File: src/design/merge_cfg_pkg.sv
package merge_cfg_pkg;

   // ############################################################
   // Beat geometry.
   // ############################################################

   localparam int LANES = 4;  // Records per beat, power of two.

   // ############################################################
   // Buffering.
   // ############################################################

   // Input side only needs to cover the source read loop.
   localparam int IN_DEPTH = 4;

   // Output side absorbs the write in flight plus sink stalls.
   localparam int OUT_DEPTH = 8;

endpackage

File: src/design/merge_types_pkg.sv
package merge_types_pkg;

   // ############################################################
   // Record format.
   // ############################################################

   localparam int KEY_W     = 16;
   localparam int PAYLOAD_W = 16;
   localparam int REC_W     = KEY_W + PAYLOAD_W;  // Key low, payload high.

   typedef logic [KEY_W-1:0] key_t;
   typedef logic [REC_W-1:0] rec_t;

   // Lane 0 sits in the low bits and holds the smallest record.
   typedef logic [merge_cfg_pkg::LANES*REC_W-1:0] beat_t;

   // ############################################################
   // Field access.
   // ############################################################

   function automatic rec_t beat_rec(beat_t b, int unsigned lane);
      return b[lane*REC_W +: REC_W];
   endfunction

   function automatic key_t rec_key(rec_t r);
      return r[KEY_W-1:0];
   endfunction

endpackage

File: src/design/beat_fifo.sv
module beat_fifo #(
   parameter int DEPTH = 4
) (
   input  logic                   i_clk,
   input  logic                   i_rst_n,
   input  merge_types_pkg::beat_t i_data,
   input  logic                   i_enq,
   input  logic                   i_deq,
   output merge_types_pkg::beat_t o_data,
   output logic                   o_empty,
   output logic                   o_full,
   output logic                   o_available
);
   import merge_types_pkg::*;

   localparam int PTR_W = (DEPTH > 1) ? $clog2(DEPTH) : 1;
   localparam int CNT_W = $clog2(DEPTH + 1);

   beat_t            mem [DEPTH];
   logic [PTR_W-1:0] wr_ptr;
   logic [PTR_W-1:0] rd_ptr;
   logic [CNT_W-1:0] count;
   logic             do_enq;
   logic             do_deq;

   assign do_enq = i_enq & ~o_full;
   assign do_deq = i_deq & ~o_empty;

   assign o_data      = mem[rd_ptr];  // Show-ahead head.
   assign o_empty     = (count == '0);
   assign o_full      = (count == CNT_W'(DEPTH));
   assign o_available = (DEPTH - count) >= 2;  // Room beyond one write in flight.

   function automatic logic [PTR_W-1:0] next_ptr(logic [PTR_W-1:0] ptr);
      return (ptr == PTR_W'(DEPTH - 1)) ? '0 : ptr + 1'b1;
   endfunction

   always_ff @(posedge i_clk or negedge i_rst_n) begin
      if (!i_rst_n) begin
         wr_ptr <= '0;
         rd_ptr <= '0;
         count  <= '0;
      end else begin
         if (do_enq) wr_ptr <= next_ptr(wr_ptr);
         if (do_deq) rd_ptr <= next_ptr(rd_ptr);
         case ({do_enq, do_deq})
            2'b10:   count <= count + 1'b1;
            2'b01:   count <= count - 1'b1;
            default: count <= count;
         endcase
      end
   end

   always_ff @(posedge i_clk) begin
      if (do_enq) mem[wr_ptr] <= i_data;
   end

   // ############################################################
   // Checks on the neighbours' handshakes.
   // ############################################################

   a_no_overflow : assert property (
      @(posedge i_clk) disable iff (!i_rst_n) i_enq |-> !o_full
   ) else $error("beat_fifo: enqueue while full.");

   a_no_underflow : assert property (
      @(posedge i_clk) disable iff (!i_rst_n) i_deq |-> !o_empty
   ) else $error("beat_fifo: dequeue while empty.");

endmodule

File: src/design/bitonic_merge_network.sv
module bitonic_merge_network (
   input  merge_types_pkg::beat_t i_lo_beat,
   input  merge_types_pkg::beat_t i_hi_beat,
   output merge_types_pkg::beat_t o_lo_beat,
   output merge_types_pkg::beat_t o_hi_beat
);
   import merge_types_pkg::*;
   import merge_cfg_pkg::*;

   localparam int NREC   = 2 * LANES;
   localparam int LEVELS = $clog2(NREC);

   rec_t stage [LEVELS+1][NREC];

   // ############################################################
   // Bitonic input and compare-exchange levels.
   // ############################################################

   always_comb begin
      // First beat ascending, second beat reversed to descend.
      for (int i = 0; i < LANES; i++) begin
         stage[0][i]         = beat_rec(i_lo_beat, i);
         stage[0][LANES + i] = beat_rec(i_hi_beat, LANES - 1 - i);
      end

      for (int l = 0; l < LEVELS; l++) begin
         for (int i = 0; i < NREC; i++) begin
            stage[l+1][i] = stage[l][i];
         end
         // Stride halves each level, from LANES down to 1.
         for (int i = 0; i < NREC; i++) begin
            if ((i & (NREC >> (l + 1))) == 0) begin
               if (rec_key(stage[l][i]) > rec_key(stage[l][i + (NREC >> (l + 1))])) begin
                  stage[l+1][i]                    = stage[l][i + (NREC >> (l + 1))];
                  stage[l+1][i + (NREC >> (l + 1))] = stage[l][i];
               end
            end
         end
      end
   end

   // ############################################################
   // Split the sorted run into two beats.
   // ############################################################

   always_comb begin
      for (int i = 0; i < LANES; i++) begin
         o_lo_beat[i*REC_W +: REC_W] = stage[LEVELS][i];
         o_hi_beat[i*REC_W +: REC_W] = stage[LEVELS][LANES + i];
      end
   end

endmodule

File: src/design/merge_engine.sv
module merge_engine (
   input  logic                   i_clk,
   input  logic                   i_rst_n,
   input  merge_types_pkg::beat_t i_a_head,
   input  merge_types_pkg::beat_t i_b_head,
   input  logic                   i_a_empty,
   input  logic                   i_b_empty,
   input  logic                   i_out_available,
   output logic                   o_a_deq,
   output logic                   o_b_deq,
   output logic                   o_wr,
   output merge_types_pkg::beat_t o_wr_data
);
   import merge_types_pkg::*;
   import merge_cfg_pkg::*;

   typedef enum logic [1:0] {
      PRIME,
      MERGE,
      FLUSH,
      TERM
   } state_t;

   state_t state;
   beat_t  held;       // Upper records kept from the last merge.
   beat_t  merge_in;
   beat_t  net_lo;
   beat_t  net_hi;
   logic   a_term;
   logic   b_term;
   logic   both_term;
   logic   sel_a;
   logic   step;

   // ############################################################
   // Source selection and step.
   // ############################################################

   assign a_term    = (i_a_head == '0);
   assign b_term    = (i_b_head == '0);
   assign both_term = a_term & b_term;

   // A terminator never wins; A wins ties.
   assign sel_a = b_term ? 1'b1 :
                  a_term ? 1'b0 :
                  (rec_key(beat_rec(i_a_head, 0)) <= rec_key(beat_rec(i_b_head, 0)));

   assign step     = ~i_a_empty & ~i_b_empty & i_out_available;
   assign merge_in = sel_a ? i_a_head : i_b_head;

   always_comb begin
      o_a_deq = 1'b0;
      o_b_deq = 1'b0;
      if (step) begin
         case (state)
            PRIME, MERGE: begin
               if (!both_term) begin
                  o_a_deq = sel_a;
                  o_b_deq = ~sel_a;
               end
            end
            TERM: begin
               o_a_deq = 1'b1;  // Drop both terminators.
               o_b_deq = 1'b1;
            end
            default: ;
         endcase
      end
   end

   bitonic_merge_network u_network (
      .i_lo_beat (held),
      .i_hi_beat (merge_in),
      .o_lo_beat (net_lo),
      .o_hi_beat (net_hi)
   );

   // ############################################################
   // State and registered write.
   // ############################################################

   always_ff @(posedge i_clk or negedge i_rst_n) begin
      if (!i_rst_n) begin
         state <= PRIME;
         o_wr  <= 1'b0;
      end else begin
         o_wr <= 1'b0;
         if (step) begin
            case (state)
               PRIME: state <= both_term ? TERM : MERGE;  // Empty pair skips the flush.
               MERGE: begin
                  if (both_term) state <= FLUSH;
                  else           o_wr  <= 1'b1;
               end
               FLUSH: begin
                  o_wr  <= 1'b1;
                  state <= TERM;
               end
               TERM: begin
                  o_wr  <= 1'b1;
                  state <= PRIME;
               end
               default: state <= PRIME;
            endcase
         end
      end
   end

   always_ff @(posedge i_clk) begin
      if (step) begin
         case (state)
            PRIME: held <= merge_in;
            MERGE: begin
               if (!both_term) begin
                  held      <= net_hi;
                  o_wr_data <= net_lo;
               end
            end
            FLUSH:   o_wr_data <= held;
            TERM:    o_wr_data <= '0;
            default: ;
         endcase
      end
   end

   // ############################################################
   // Checks.
   // ############################################################

   function automatic logic beat_ascending(beat_t b);
      logic ok;
      ok = 1'b1;
      for (int i = 0; i < LANES - 1; i++) begin
         if (rec_key(beat_rec(b, i)) > rec_key(beat_rec(b, i + 1))) ok = 1'b0;
      end
      return ok;
   endfunction

   a_wr_sorted : assert property (
      @(posedge i_clk) disable iff (!i_rst_n) o_wr |-> beat_ascending(o_wr_data)
   ) else $error("merge_engine: written beat not ascending.");

   a_deq_needs_space : assert property (
      @(posedge i_clk) disable iff (!i_rst_n) (o_a_deq || o_b_deq) |-> i_out_available
   ) else $error("merge_engine: dequeue during stall.");

endmodule

File: src/design/stream_merger_top.sv
module stream_merger_top (
   input  logic                   i_clk,
   input  logic                   i_rst_n,
   input  merge_types_pkg::beat_t i_a_data,
   input  merge_types_pkg::beat_t i_b_data,
   input  logic                   i_a_empty,
   input  logic                   i_b_empty,
   output logic                   o_a_read,
   output logic                   o_b_read,
   input  logic                   i_out_ready,
   output logic                   o_out_write,
   output merge_types_pkg::beat_t o_out_data
);
   import merge_types_pkg::*;
   import merge_cfg_pkg::*;

   beat_t a_head;
   beat_t b_head;
   beat_t wr_data;
   logic  a_empty;
   logic  b_empty;
   logic  a_full;
   logic  b_full;
   logic  a_deq;
   logic  b_deq;
   logic  wr;
   logic  out_empty;
   logic  out_available;
   logic  out_ready_q;

   // ############################################################
   // Source side.
   // ############################################################

   assign o_a_read = ~i_a_empty & ~a_full;  // Pull whenever there is room.
   assign o_b_read = ~i_b_empty & ~b_full;

   beat_fifo #(.DEPTH(IN_DEPTH)) u_fifo_a (
      .i_clk       (i_clk),
      .i_rst_n     (i_rst_n),
      .i_data      (i_a_data),
      .i_enq       (o_a_read),
      .i_deq       (a_deq),
      .o_data      (a_head),
      .o_empty     (a_empty),
      .o_full      (a_full),
      .o_available ()
   );

   beat_fifo #(.DEPTH(IN_DEPTH)) u_fifo_b (
      .i_clk       (i_clk),
      .i_rst_n     (i_rst_n),
      .i_data      (i_b_data),
      .i_enq       (o_b_read),
      .i_deq       (b_deq),
      .o_data      (b_head),
      .o_empty     (b_empty),
      .o_full      (b_full),
      .o_available ()
   );

   merge_engine u_engine (
      .i_clk           (i_clk),
      .i_rst_n         (i_rst_n),
      .i_a_head        (a_head),
      .i_b_head        (b_head),
      .i_a_empty       (a_empty),
      .i_b_empty       (b_empty),
      .i_out_available (out_available),
      .o_a_deq         (a_deq),
      .o_b_deq         (b_deq),
      .o_wr            (wr),
      .o_wr_data       (wr_data)
   );

   // ############################################################
   // Sink side.
   // ############################################################

   always_ff @(posedge i_clk or negedge i_rst_n) begin
      if (!i_rst_n) out_ready_q <= 1'b0;
      else          out_ready_q <= i_out_ready;
   end

   // Sink takes the head whenever this is high.
   assign o_out_write = out_ready_q & ~out_empty;

   beat_fifo #(.DEPTH(OUT_DEPTH)) u_fifo_out (
      .i_clk       (i_clk),
      .i_rst_n     (i_rst_n),
      .i_data      (wr_data),
      .i_enq       (wr),
      .i_deq       (o_out_write),
      .o_data      (o_out_data),
      .o_empty     (out_empty),
      .o_full      (),
      .o_available (out_available)
   );

endmodule

File: config.mk
export PLATFORM = sky130hd
export DESIGN_NAME = stream_merger_top
export DESIGN_NICKNAME = d
export VERILOG_FILES = /design/src/design/merge_cfg_pkg.sv /design/src/design/merge_types_pkg.sv /design/src/design/beat_fifo.sv /design/src/design/bitonic_merge_network.sv /design/src/design/merge_engine.sv /design/src/design/stream_merger_top.sv
export SDC_FILE = /design/constraint.sdc
export NUM_CORES = 2
export LEC_CHECK = 0
export BUFFER_PORTS_ARGS = -buffer_cell sky130_fd_sc_hd__clkbuf_2
export CORE_UTILIZATION = 40
export DETAILED_ROUTE_END_ITERATION = 7
export HOLD_SLACK_MARGIN = 0.05
export PLACE_DENSITY = 0.56
export SLEW_MARGIN = 20
export SYNTH_ARGS = -nofsm -noshare
export SYNTH_HDL_FRONTEND = slang
export SYNTH_SLANG_ARGS = --single-unit
File: constraint.sdc
create_clock -name i_clk -period 15.6 [get_ports i_clk]
set_input_delay 0.78 -clock i_clk [delete_from_list [all_inputs] [get_ports i_clk]]
set_output_delay 0.78 -clock i_clk [all_outputs]
set_load 0.02 [all_outputs]
==> flow_summary.yaml <==
detailed_routing:
  wl_per_cell_um: 31.50
  post-route-drc-count: 69
  num_vias: 57690
  via_per_inst: 5.824
  first_iter_violations: 6631
  wl_um: 312000
  firstDrtPassIters: 8
  ant_nets: 0
worst_setup_path:
  cp.arrival_ns: 14.50
  crit_path_top_delay_cell: "dfrtp_4"
  crit_top_cell: "a21oi_1"
  crit_fanout: 48
  cpPeakStageDelay_ns: 1.03
  required_ns: 16.21
  crit_path_start_kind: "register"
  endpoint_kind: "register"
  path_class: "reg2reg"
timing:
  skew_ns: 0.07750
  fin_ws_ns: 1.708
  fmax_mhz: 71.99
  holdWs_ns: 0.1046
  period_share: 0.8905
  layout_min_cycle_time_ns: 13.89
  rsz0062_at_grt: "no"
  hold_viol: 0
  tns_ns: 0
  tightestPinTransition_ns: 1.115
  max-slew-margin-rel: 0.2566
  maxSlewViolCount: 0
  setup_violations: 0
global_routing:
  grt_use_total: 0.2419
  first_global_vias: 56700
  grt_max_degree: 116
  grt-ovfl-total: 0
  grt_pass1_wl_um: 436600
  antenna_found_initial: 93
yosys:
  synth-async-reset-ratio: 0.01201
  synth_area_leader_cell: "edfxtp_1"
  synth-seq-cells: 2332
  synth.distinct_cells: 74
  synth_fp_nets: 6145
  synth_top_family_by_area: "multiplexers"
  synthTopCellsByArea: "edfxtp_1, mux4_2, mux2i_1, mux2_2, ha_1"
  synthTopCellsByCount: "edfxtp_1, mux4_2, mux2i_1"
  synthSimpleGateAreaFrac: 0.02956
  synth_cells: 5658
  synth_flop_cell: "edfxtp_1"
  synth_compound_area_frac: 0.04821
  synth_top_area_frac: 0.6825
  yosysSeqAreaShare: 0.6895
  synthesis.area_um2: 101400
  muxShareOfSynthArea: 0.1820
  syn_avg_cell_area_um2: 17.92
  yosys.area_share.xor_xnor: 0.001555
  synth_edf_count: 2304
  yosys_warnings: 0
  synth_fa_ha_area_frac: 0.02841
  yosysMostFrequentCell: "edfxtp_1"
run_status:
  violations: "DRC"
  outcome: "complete, but fails checks"
placed_design:
  port_buffers: 391
  gp_congestion: 0.9583
  dp_slack_ns: 1.954
  dp.cells: 9322
  dp_hpwl_um: 219500
finish:
  seqCellArea_um2: 69910
  fin_cells: 9906
  multi_input_area_um2: 29630
  syn_to_final_growth_pct: 15.89
  layout.nets: 6805
  fillCellCount: 21300
  drive_above_1_share: 0.2797
clock_tree:
  clock_sinks: 2332
  cts_tree: "yes"
  cts.clk_slew.worst_paths_ns: 0.06
  ctsResizeCount: 0
  h-tree-depth: 4
  root_buffer: "clkbuf_16"
  clock_latency_ns: 0.92
  cts_max_path_buffers: 3
  cts_buffers: 239
job:
  maxCapViolCount: 0
floorplanning:
  fp.dieH_um: 505.4
  coreArea_um2: 251600
  pin_count: 392
  die_area_um2: 255400
  initial_core_util: 0.4028
  die_w_um: 505.4
  rows: 184
worst_hold_path:
  min_path_type: "in2reg"
-- kinds of logic (layout without fill, tap and decap cells) --
family | Yosys count | after routing
other | 0 | 34
multiplexers | 1163 | 1163
adder cells (fa/ha/maj) | 229 | 229
XOR/XNOR | 18 | 18
AO/OA/AOI/OAI | 752 | 752
buffers and inverters | 515 | 1381
flip-flops | 2332 | 2332
AND/OR/NAND/NOR | 649 | 649
-- critical path: cells and delay by family, from the launching register on --
family	cells	cell delay (ns)
compound gates	21	5.01
mux	2	1.17
flops	1	1.03
buf+inv	6	1.64
fa+ha+maj	3	0.83
simple gates	17	3.69
-- area by class of cell --
cell class	count	area share
Sequential cell	2332	0.5952
Antenna cell	34	0.0007243
Tap cell	3348	0.03566
Timing Repair Buffer	718	0.04269
Inverter	216	0.006902
Clock inverter	142	0.01280
Multi-Input combinational cell	2811	0.2522
Clock buffer	305	0.05381
-- layout by cell type (no fill, tap or decap), drive strengths merged, types with 5 or more instances in the layout --
cell type    Yosys  layout
a211oi          10      10
a21o            62      62
a21oi          161     161
a31oi            5       5
and2            16      16
buf            131     224
bufinv           0      21
clkbuf         168     696
clkinv           1     105
clkinvlp         0      10
dfrtp           28      28
diode            0      34
dlygate4sd3      0     103
edfxtp        2304    2304
ha             223     223
inv            215     222
mux2           303     303
mux2i          348     348
mux4           512     512
nand2          267     267
nand2b          19      19
nand3           20      20
nand4           52      52
nor2           145     145
nor2b           15      15
nor3            18      18
nor4            70      70
o211ai           9       9
o21a            23      23
o21ai          188     188
o221ai         126     126
o22ai          120     120
o31ai            5       5
or2             10      10
or3              7       7
xnor2           12      12
xor2             6       6
-- state kept, by name, summed over array words and instances (netlist names), 4 cells and up --
signal,count
u_fifo_a.mem,512
u_engine.held,128
u_fifo_out.count,4
u_engine.o_wr_data,128
u_fifo_out.mem,1024
u_fifo_b.mem,512
-- routing by layer --
metal / vias up / track usage / wire length [um]
met3: 567 / 0.06330 / 28030
met5: - / 0 / 673
met4: 108 / 0.08953 / 12790
met1: 30030 / 0.3361 / 130600
met2: 2510 / 0.3650 / 139900
li1: 24480 / - / -
-- per-stage QoR --
stage / util / area, um^2
5_1_grt: 0.4666 / 117400
6_report: 0.4668 / 117500
3_5_place_dp: 0.4313 / 108500
4_1_cts: 0.4665 / 117400
3_3_place_gp: 0.4313 / 108500
2_1_floorplan: - / 101400
-- path summary, 6_finish.rpt --
| check | from | endpoint | slack, ns | depth (start not counted) |
|---|---|---|---|---|
| worst min-delay path | i_a_data[66] | u_fifo_a.mem[2][66]$_DFFE_PP_ | 0.10 | 1 |
| worst max register to register | u_fifo_b.rd_ptr[0]$_DFFE_PN0P_ | u_engine.o_wr_data[49]$_DFFE_PP_ | 1.71 | 49 |
| max in group asynchronous | i_rst_n | u_fifo_a.rd_ptr[1]$_DFFE_PN0P_ | 14.30 | 2 |
| worst min register to register | u_fifo_a.count[2]$_DFFE_PN0P_ | u_fifo_a.count[2]$_DFFE_PN0P_ | 0.50 | 1 |
| worst max-delay path | u_fifo_b.rd_ptr[0]$_DFFE_PN0P_ | u_engine.o_wr_data[49]$_DFFE_PP_ | 1.71 | 49 |
| min in group asynchronous | i_rst_n | u_fifo_b.count[2]$_DFFE_PN0P_ | 0.54 | 2 |
-- timing repair --
action,in CTS,in global routing
buffers inserted,0,0
endpoints found under the hold margin,394,0
hold buffers,103,0
Power is left out: the tool's default activity adds up to more than one toggle a clock period on the data nets, which glitch-free logic cannot reach.
